===== src/hdl/hello_world_defines.svh =====
`ifndef HELLO_WORLD_DEFINES_SVH
`define HELLO_WORLD_DEFINES_SVH

// --------------------------------------------------
// Bus and LED widths
// --------------------------------------------------
`define OCL_ADDR_W 32
`define OCL_DATA_W 32
`define VLED_W 16

// --------------------------------------------------
// Register map
// --------------------------------------------------
`define HELLO_WORLD_REG_ADDR 32'h0000_0500
`define VLED_REG_ADDR 32'h0000_0504

// Returned for any address outside the map
`define UNIMPLEMENTED_REG_VALUE 32'hdead_dead

`endif

===== src/hdl/hello_world_pkg.sv =====
`include "hello_world_defines.svh"

package hello_world_pkg;

  // Bus payload words
  typedef logic [`OCL_ADDR_W-1:0] ocl_addr_t;
  typedef logic [`OCL_DATA_W-1:0] ocl_data_t;

  // One bit per virtual LED or DIP switch
  typedef logic [`VLED_W-1:0] vled_t;

  // Write channel sequencing
  typedef enum logic [1:0] {
    wr_idle,
    wr_data,
    wr_resp
  } wr_state_t;

  // Read channel sequencing
  typedef enum logic [1:0] {
    rd_idle,
    rd_lookup,
    rd_resp
  } rd_state_t;

endpackage


===== src/hdl/reg_access_if.sv =====
`include "hello_world_defines.svh"

interface reg_access_if;

  // Write port, wr_en is a single-cycle strobe
  logic                       wr_en;
  hello_world_pkg::ocl_addr_t wr_addr;
  hello_world_pkg::ocl_data_t wr_data;

  // Read port, data is selected combinationally from the address
  hello_world_pkg::ocl_addr_t rd_addr;
  hello_world_pkg::ocl_data_t rd_data;

  modport bus (
    output wr_en,
    output wr_addr,
    output wr_data,
    output rd_addr,
    input  rd_data
  );

  modport regs (
    input  wr_en,
    input  wr_addr,
    input  wr_data,
    input  rd_addr,
    output rd_data
  );

endinterface


===== src/hdl/cl_hello_world.sv =====
`include "hello_world_defines.svh"

module cl_hello_world (
  input  logic                       clk_main_a0,
  input  logic                       rst_main_n_sync,
  input  logic                       sh_ocl_awvalid,
  input  hello_world_pkg::ocl_addr_t sh_ocl_awaddr,
  input  logic                       sh_ocl_wvalid,
  input  hello_world_pkg::ocl_data_t sh_ocl_wdata,
  input  logic                       sh_ocl_bready,
  input  logic                       sh_ocl_arvalid,
  input  hello_world_pkg::ocl_addr_t sh_ocl_araddr,
  input  logic                       sh_ocl_rready,
  input  hello_world_pkg::vled_t     sh_cl_status_vdip,
  output logic                       ocl_sh_awready,
  output logic                       ocl_sh_wready,
  output logic                       ocl_sh_bvalid,
  output logic                       ocl_sh_arready,
  output logic                       ocl_sh_rvalid,
  output hello_world_pkg::ocl_data_t ocl_sh_rdata,
  output hello_world_pkg::vled_t     cl_sh_status_vled
);

  hello_world_pkg::vled_t vled;

  reg_access_if reg_if ();

  // --------------------------------------------------
  // OCL AXI-Lite slave
  // --------------------------------------------------
  ocl_slave ocl_slave_i (
    .clk_main_a0     (clk_main_a0),
    .rst_main_n_sync (rst_main_n_sync),
    .sh_ocl_awvalid  (sh_ocl_awvalid),
    .sh_ocl_awaddr   (sh_ocl_awaddr),
    .sh_ocl_wvalid   (sh_ocl_wvalid),
    .sh_ocl_wdata    (sh_ocl_wdata),
    .sh_ocl_bready   (sh_ocl_bready),
    .sh_ocl_arvalid  (sh_ocl_arvalid),
    .sh_ocl_araddr   (sh_ocl_araddr),
    .sh_ocl_rready   (sh_ocl_rready),
    .ocl_sh_awready  (ocl_sh_awready),
    .ocl_sh_wready   (ocl_sh_wready),
    .ocl_sh_bvalid   (ocl_sh_bvalid),
    .ocl_sh_arready  (ocl_sh_arready),
    .ocl_sh_rvalid   (ocl_sh_rvalid),
    .ocl_sh_rdata    (ocl_sh_rdata),
    .reg_if          (reg_if.bus)
  );

  // Register bank
  hello_regs hello_regs_i (
    .clk_main_a0     (clk_main_a0),
    .rst_main_n_sync (rst_main_n_sync),
    .reg_if          (reg_if.regs),
    .vled            (vled)
  );

  // LED output stage
  vled_output vled_output_i (
    .clk_main_a0       (clk_main_a0),
    .rst_main_n_sync   (rst_main_n_sync),
    .vled              (vled),
    .sh_cl_status_vdip (sh_cl_status_vdip),
    .cl_sh_status_vled (cl_sh_status_vled)
  );

endmodule


===== src/hdl/vled_output.sv =====
`include "hello_world_defines.svh"

module vled_output (
  input  logic                   clk_main_a0,
  input  logic                   rst_main_n_sync,
  input  hello_world_pkg::vled_t vled,
  input  hello_world_pkg::vled_t sh_cl_status_vdip,
  output hello_world_pkg::vled_t cl_sh_status_vled
);

  hello_world_pkg::vled_t vdip_q;
  hello_world_pkg::vled_t vdip_q2;

  // --------------------------------------------------
  // DIP synchronizer and masked LED flop
  // --------------------------------------------------
  // Two stages before the DIP value is used
  always_ff @(posedge clk_main_a0) begin
    if (!rst_main_n_sync) begin
      vdip_q  <= '0;
      vdip_q2 <= '0;
    end else begin
      vdip_q  <= sh_cl_status_vdip;
      vdip_q2 <= vdip_q;
    end
  end

  // A switch that is off blanks its LED
  always_ff @(posedge clk_main_a0) begin
    if (!rst_main_n_sync) begin
      cl_sh_status_vled <= '0;
    end else begin
      cl_sh_status_vled <= vled & vdip_q2;
    end
  end

endmodule


===== src/hdl/hello_regs.sv =====
`include "hello_world_defines.svh"

module hello_regs (
  input  logic                   clk_main_a0,
  input  logic                   rst_main_n_sync,
  reg_access_if.regs             reg_if,
  output hello_world_pkg::vled_t vled
);

  hello_world_pkg::ocl_data_t hello_world_q;
  hello_world_pkg::ocl_data_t hello_world_swapped;
  hello_world_pkg::vled_t     vled_q;

  // --------------------------------------------------
  // Hello-world register
  // --------------------------------------------------
  always_ff @(posedge clk_main_a0) begin
    if (!rst_main_n_sync) begin
      hello_world_q <= '0;
    end else if (reg_if.wr_en && (reg_if.wr_addr == `HELLO_WORLD_REG_ADDR)) begin
      hello_world_q <= reg_if.wr_data;
    end
  end

  // Reads return the bytes in reverse order
  assign hello_world_swapped = {hello_world_q[7:0],
                                hello_world_q[15:8],
                                hello_world_q[23:16],
                                hello_world_q[31:24]};

  // --------------------------------------------------
  // Virtual LED shadow
  // --------------------------------------------------
  // Follows the low half one cycle behind
  always_ff @(posedge clk_main_a0) begin
    if (!rst_main_n_sync) begin
      vled_q <= '0;
    end else begin
      vled_q <= hello_world_q[`VLED_W-1:0];
    end
  end

  assign vled = vled_q;

  // Read mux
  always_comb begin
    case (reg_if.rd_addr)
      `HELLO_WORLD_REG_ADDR: reg_if.rd_data = hello_world_swapped;
      `VLED_REG_ADDR:        reg_if.rd_data = {{(`OCL_DATA_W-`VLED_W){1'b0}}, vled_q};
      default:               reg_if.rd_data = `UNIMPLEMENTED_REG_VALUE;
    endcase
  end

endmodule


===== src/hdl/ocl_slave.sv =====
`include "hello_world_defines.svh"

module ocl_slave (
  input  logic                       clk_main_a0,
  input  logic                       rst_main_n_sync,
  input  logic                       sh_ocl_awvalid,
  input  hello_world_pkg::ocl_addr_t sh_ocl_awaddr,
  input  logic                       sh_ocl_wvalid,
  input  hello_world_pkg::ocl_data_t sh_ocl_wdata,
  input  logic                       sh_ocl_bready,
  input  logic                       sh_ocl_arvalid,
  input  hello_world_pkg::ocl_addr_t sh_ocl_araddr,
  input  logic                       sh_ocl_rready,
  output logic                       ocl_sh_awready,
  output logic                       ocl_sh_wready,
  output logic                       ocl_sh_bvalid,
  output logic                       ocl_sh_arready,
  output logic                       ocl_sh_rvalid,
  output hello_world_pkg::ocl_data_t ocl_sh_rdata,
  reg_access_if.bus                  reg_if
);

  hello_world_pkg::wr_state_t wr_state;
  hello_world_pkg::rd_state_t rd_state;
  hello_world_pkg::ocl_addr_t wr_addr_q;
  hello_world_pkg::ocl_addr_t rd_addr_q;

  logic aw_hs;
  logic w_hs;
  logic b_hs;
  logic ar_hs;
  logic r_hs;

  // --------------------------------------------------
  // Write channel
  // --------------------------------------------------
  assign ocl_sh_awready = (wr_state == hello_world_pkg::wr_idle);
  // wready only while a data beat is owed for the captured address
  assign ocl_sh_wready  = (wr_state == hello_world_pkg::wr_data) && sh_ocl_wvalid;
  assign ocl_sh_bvalid  = (wr_state == hello_world_pkg::wr_resp);

  assign aw_hs = sh_ocl_awvalid && ocl_sh_awready;
  assign w_hs  = sh_ocl_wvalid && ocl_sh_wready;
  assign b_hs  = ocl_sh_bvalid && sh_ocl_bready;

  always_ff @(posedge clk_main_a0) begin
    if (!rst_main_n_sync) begin
      wr_state <= hello_world_pkg::wr_idle;
    end else begin
      case (wr_state)
        hello_world_pkg::wr_idle: begin
          if (aw_hs) begin
            wr_state <= hello_world_pkg::wr_data;
          end
        end
        hello_world_pkg::wr_data: begin
          if (w_hs) begin
            wr_state <= hello_world_pkg::wr_resp;
          end
        end
        hello_world_pkg::wr_resp: begin
          if (b_hs) begin
            wr_state <= hello_world_pkg::wr_idle;
          end
        end
        default: wr_state <= hello_world_pkg::wr_idle;
      endcase
    end
  end

  always_ff @(posedge clk_main_a0) begin
    if (!rst_main_n_sync) begin
      wr_addr_q <= '0;
    end else if (aw_hs) begin
      wr_addr_q <= sh_ocl_awaddr;
    end
  end

  // Register bank write happens on the w handshake edge
  assign reg_if.wr_en   = w_hs;
  assign reg_if.wr_addr = wr_addr_q;
  assign reg_if.wr_data = sh_ocl_wdata;

  // --------------------------------------------------
  // Read channel
  // --------------------------------------------------
  assign ocl_sh_arready = (rd_state == hello_world_pkg::rd_idle);
  assign ocl_sh_rvalid  = (rd_state == hello_world_pkg::rd_resp);

  assign ar_hs = sh_ocl_arvalid && ocl_sh_arready;
  assign r_hs  = ocl_sh_rvalid && sh_ocl_rready;

  always_ff @(posedge clk_main_a0) begin
    if (!rst_main_n_sync) begin
      rd_state     <= hello_world_pkg::rd_idle;
      ocl_sh_rdata <= '0;
    end else begin
      case (rd_state)
        hello_world_pkg::rd_idle: begin
          if (ar_hs) begin
            rd_state <= hello_world_pkg::rd_lookup;
          end
        end
        // One cycle for the register bank to decode the address
        hello_world_pkg::rd_lookup: begin
          ocl_sh_rdata <= reg_if.rd_data;
          rd_state     <= hello_world_pkg::rd_resp;
        end
        hello_world_pkg::rd_resp: begin
          if (r_hs) begin
            rd_state <= hello_world_pkg::rd_idle;
          end
        end
        default: rd_state <= hello_world_pkg::rd_idle;
      endcase
    end
  end

  always_ff @(posedge clk_main_a0) begin
    if (!rst_main_n_sync) begin
      rd_addr_q <= '0;
    end else if (ar_hs) begin
      rd_addr_q <= sh_ocl_araddr;
    end
  end

  assign reg_if.rd_addr = rd_addr_q;

endmodule


===== config.mk =====
export PLATFORM = sky130hd
export DESIGN_NAME = cl_hello_world
export DESIGN_NICKNAME = d
export VERILOG_FILES = /design/src/hdl/hello_world_pkg.sv /design/src/hdl/reg_access_if.sv /design/src/hdl/cl_hello_world.sv /design/src/hdl/vled_output.sv /design/src/hdl/hello_regs.sv /design/src/hdl/ocl_slave.sv
export VERILOG_INCLUDE_DIRS = /design/src /design/src/hdl
export SDC_FILE = /design/constraint.sdc
export NUM_CORES = 1
export LEC_CHECK = 0
export BUFFER_PORTS_ARGS = -buffer_cell sky130_fd_sc_hd__buf_2
export CAP_MARGIN = 20
export CORE_MARGIN = 5
export CORE_UTILIZATION = 56
export DETAILED_ROUTE_END_ITERATION = 12
export GPL_TIMING_DRIVEN = 0
export PLACE_DENSITY = 0.94
export SYNTH_ARGS = -nofsm -noshare
export SYNTH_HDL_FRONTEND = slang
export SYNTH_SLANG_ARGS = --single-unit

===== constraint.sdc =====
create_clock -name clk_main_a0 -period 4.1 [get_ports clk_main_a0]
set_input_delay 0.41 -clock clk_main_a0 [delete_from_list [all_inputs] [get_ports clk_main_a0]]
set_output_delay 0.41 -clock clk_main_a0 [all_outputs]
set_load 0.005 [all_outputs]

* Word level (Yosys, flattened, before mapping) *
Index checks and enable logic that the tools add are counted.
W data, S select, Z words.

operators by class
  add/sub/neg operators = 0
  multiply operators = 0
  div/mod/pow operators = 0
  magnitude comparators = 0
  equal/unequal tests = 12
  shift-type cells = 0
  mux-type cells = 8
  bitwise logic cells = 1
  reduce and logical (&&, ||, !) cells = 11

operator list
  operator                count
  $eq A32 B11 Y1 const B  3
  $pmux W32 S2            1
  $and A16 B16 Y16        1
  $pmux W2 S3             2
  $mux W2                 5
  $ne A2 B2 Y1 const B    4
  $logic_and A1 B1 Y1     7
  $eq A2 B1 Y1 const B    2
  $eq A2 B2 Y1 const B    2
  $logic_not A2 Y1        2
  $reduce_and A3 Y1       1
  $ne A2 B1 Y1 const B    1
  $reduce_and A2 Y1       1

word-level totals
  register bits after elaboration = 196
  latch bits = 0
  RAM bits = 0
  ROM bits = 0
  bits of input ports = 119
  memories kept = 0

* Logic depth before layout (Yosys ltp) *
  depth in word-level cells = 5
  mapped depth = 7

* Hierarchy *
From an unflattened synthesis, not the netlist that was laid out.

second synthesis, totals
  cell total of the unflattened synthesis = 837
  area, all modules = 7439.6 µm²

modules (own cells, without submodules)
  module       times used  cells an instance  area each (µm²)  sequential area each (µm²)
  ocl_slave    1           476                3915.0           2001.9
  hello_regs   1           260                2223.4           960.9
  vled_output  1           101                1301.2           960.9

* Worst setup path before layout *
Ideal clock, no wire load.

  path type = input -> register
  from = in sh_ocl_wvalid
  to = reg hello_regs_i.hello_world_q[10]
  setup time = 72 ps
  data arrival time = 1692 ps
  required time = 4028 ps
  path slack = 2336 ps
  cell stages on the path = 6
  path buffers = 2
  cell sequence = and3b_1 -> clkbuf_1 -> nand3_1 -> nor3_4 -> buf_6 -> mux2i_1

on the way
  word-level cells in the longest chain between the ends = 3

RTL lines
  what                  RTL line              RTL
  start, declared       cl_hello_world.sv:8   input logic sh_ocl_wvalid,
  $logic_and A1 B1 Y1   ocl_slave.sv:39       assign ocl_sh_wready = (wr_state == hello_world_pkg::wr_data) && sh_ocl_wvalid;
  net ocl_sh_wready     cl_hello_world.sv:16  output logic ocl_sh_wready,
  $logic_and A1 B1 Y1   ocl_slave.sv:43       assign w_hs = sh_ocl_wvalid && ocl_sh_wready;
  $logic_and A1 B1 Y1   hello_regs.sv:20      end else if (reg_if.wr_en && (reg_if.wr_addr == `HELLO_WORLD_REG_ADDR)) begin
  end signal, assigned  hello_regs.sv:21      hello_world_q <= reg_if.wr_data;
  end, declared         hello_regs.sv:10      hello_world_pkg::ocl_data_t hello_world_q;

The timed path passes the listed nets, and every way through them passes these cells.
A chain may end at the register's enable or synchronous reset.

* Worst setup path in the final report *
  from = reg ocl_slave_i.wr_addr_q[17], in the netlist ocl_slave_i.reg_if.wr_addr[17]
  to = reg hello_regs_i.hello_world_q[13]

on the way
  word-level cells in the longest chain between the ends = 2

RTL lines
  what                      RTL line          RTL
  start, declared           ocl_slave.sv:25   hello_world_pkg::ocl_addr_t wr_addr_q;
  start signal, assigned    ocl_slave.sv:75   wr_addr_q <= sh_ocl_awaddr;
  $eq A32 B11 Y1 (no line)  n/a
  $logic_and A1 B1 Y1       hello_regs.sv:20

Every way passes these cells.

==> results.sh <==
export IMPL_status="complete, no violations"
export IMPL_core_um2=12000
export IMPL_min_period_ns=2.25
export IMPL_nFillCells=866
export IMPL_endpoint_kind="flip-flop"
export IMPL_rows=40
export IMPL_drv_cap=0
export IMPL_viasPerCell=5.42
export IMPL_portBuffers=170
export IMPL_grt_max_degree=20
export IMPL_finalClockSkew_ns=0.0117
export IMPL_syn_nets=867
export IMPL_antenna_found_initial=3
export IMPL_cts_setup_buffers=0
export IMPL_wl_um=17900
export IMPL_rsz0062_at_grt="no"
export IMPL_track_usage_pct=24.6
export IMPL_cts_tree="done"
export IMPL_syn_inst=748
export IMPL_final_cell_mix="dfxtp_1 (196), buf_2 (175), nand2_1 (163)"
export IMPL_firstDrtPassIters=5
export IMPL_leakagePower_nw=3.68
export IMPL_drive_gt1_share_pct=23.1
export IMPL_placed_cells=1065
export IMPL_clk_path_buf_depth=2
export IMPL_antenna_left=0
export IMPL_gp_congestion=0.890
export IMPL_first_iter_violations=433
export IMPL_hold_viol=0
export IMPL_post_route_period_util_pct=54.8
export IMPL_drt_drc_violations_left=0
export IMPL_cp_max_fo=10
export IMPL_seq_area_um2=3920
export IMPL_clk_pin_slew_ns=0.07
export IMPL_grt_pass1_vias=5618
export IMPL_nets=1056
export IMPL_ir_drop_uv=316
export IMPL_clockRootBuffer="clkbuf_16"
export IMPL_ys_ff_latch=196
export IMPL_grt_overflow_total=0
export IMPL_synth_warnings=0
export IMPL_drv_slew=0
export IMPL_design_area_um2=8490
export IMPL_max_slew_margin_rel_pct=54.7
export IMPL_multiInputGateArea_um2=2620
export IMPL_cts_hold_buf=0
export IMPL_insertion_delay_ns=0.43
export IMPL_synthToLayoutAreaGrowth_pct=24.1
export IMPL_die_width_um=121
export IMPL_p_total_mw=4.06
export IMPL_hpwlAfterDp_um=13100
export IMPL_fmax_mhz=445
export IMPL_crit_type="flip-flop to flip-flop"
export IMPL_cp_required_ns=4.44
export IMPL_finalSetupViolCount=0
export IMPL_syn_area_per_cell_um2=9.14
export IMPL_diodes=0
export IMPL_io_pins=172
export IMPL_cts_buffers=17
export IMPL_power_density_nw_per_um2=478
export IMPL_finalNonFillerCells=1097
export IMPL_num_vias=5948
export IMPL_synth_cell_type_count=33
export IMPL_clock_sinks=196
export IMPL_crit_arrival_ns=2.59
export IMPL_hold_path_class="primary input to flip-flop"
export IMPL_tightestPinTransition_ns=0.679
export IMPL_fin_setup_tns_ns=0
export IMPL_dieArea_um2=14500
export IMPL_grt_pass1_wl_um=27700
export IMPL_synth_seq_area_share_pct=57.4
export IMPL_wire_per_inst_um=16.3
export IMPL_cts_resized=0
export IMPL_die_h_um=121
export IMPL_htree_num_levels=4
export IMPL_netlist_area_um2=6840
export IMPL_initial_core_util_pct=56.9
export IMPL_place_area_um2=7880
export IMPL_final_common_cell="dfxtp_1"
export IMPL_critPathLaunchType="flip-flop"
## sequential cells by signal, summed over array words and instances (netlist names), 16 cells and up
register,count
ocl_slave_i.reg_if.wr_addr,32
ocl_slave_i.ocl_sh_rdata,32
vled_output_i.cl_sh_status_vled,16
ocl_slave_i.reg_if.rd_addr,32
hello_regs_i.vled,16
vled_output_i.vdip_q,16
hello_regs_i.hello_world_q,32
vled_output_i.vdip_q2,16
## per-layer routing
| metal | part of all wire (%) | track usage [%] | wire [um] |
|---|---|---|---|
| met5 | 0.22 | 0 | 39 |
| met3 | 9.4 | 7.58 | 1680 |
| met2 | 47 | 40.4 | 8440 |
| met4 | 3.4 | 10.5 | 600 |
| met1 | 40 | 29.9 | 7110 |
## metrics by stage
stage	setup WS, ns	hold WS (ns)	utilization, %
2_1_floorplan	2.34	0.412	-
3_3_place_gp	1.85	0.414	65.6
3_5_place_dp	1.81	0.420	65.6
4_1_cts	1.87	0.167	70.7
5_1_grt	1.69	0.164	70.7
6_report	1.85	0.179	70.7
## cell usage after synthesis, drive strengths merged
library cell	number	area (um2)
a21oi	104	521
nor3	2	21.3
nand2b	13	81.3
a2111oi	1	8.76
and3b	1	8.76
o21ai	27	135
buf	9	47.5
or4	1	7.51
dfxtp	196	3920
and2	35	219
or4b	1	10.0
nand3	12	60.1
and4	1	8.76
nand4	18	119
clkbuf	48	180
inv	18	67.6
mux2i	32	320
nor4b	1	8.76
and3	17	106
nor4bb	1	10.0
o31ai	21	183
nor4	13	106
nand2	163	612
nor2b	3	18.8
nand3b	5	37.5
nor2	5	18.8
## cell families (layout without fill, tap and decap cells)
family	Yosys count	in the layout	share of synthesized area (%)
mux	32	32	4.68
compound gates	153	153	12.4
simple gates	292	292	21.3
buf+inv	75	277	4.32
flops	196	196	57.4
## area by class of cell
class / instances / share of cell area [%]
sequential: 196 / 46.2
multi-input combinational: 477 / 30.9
timing repair buffer: 170 / 10.0
clock buffer: 18 / 5.06
buffer: 57 / 2.68
clock inverter: 14 / 2.17
tap: 147 / 2.17
inverter: 18 / 0.796
## path summary, 6_finish.rpt
kind | from | end | slack (ns) | depth (start not counted)
max | ocl_slave_i.reg_if.wr_addr[17] | hello_regs_i.hello_world_q[13] | 1.85 | 5
min | sh_cl_status_vdip[6] | vled_output_i.vdip_q[6] | 0.18 | 2
max reg2reg | ocl_slave_i.reg_if.wr_addr[17] | hello_regs_i.hello_world_q[13] | 1.85 | 5
min reg2reg | vled_output_i.vdip_q[7] | vled_output_i.vdip_q2[7] | 0.43 | 1
## critical path: stages, from the launching register on
cell and delay, ns:
dfxtp_1 0.32, nor4_1 0.44, nand3_1 0.39, nor3_4 0.51, buf_6 0.25, mux2i_1 0.24
## where the power goes
part	total (mW)	switching [mW]	leakage (nW)	internal, mW
clock	1.71	0.780	0.297	0.932
combinational	0.327	0.194	1.79	0.133
sequential	2.02	0.0391	1.60	1.98
total	4.06	1.01	3.68	3.04
Power figures use the tool's default switching activity.
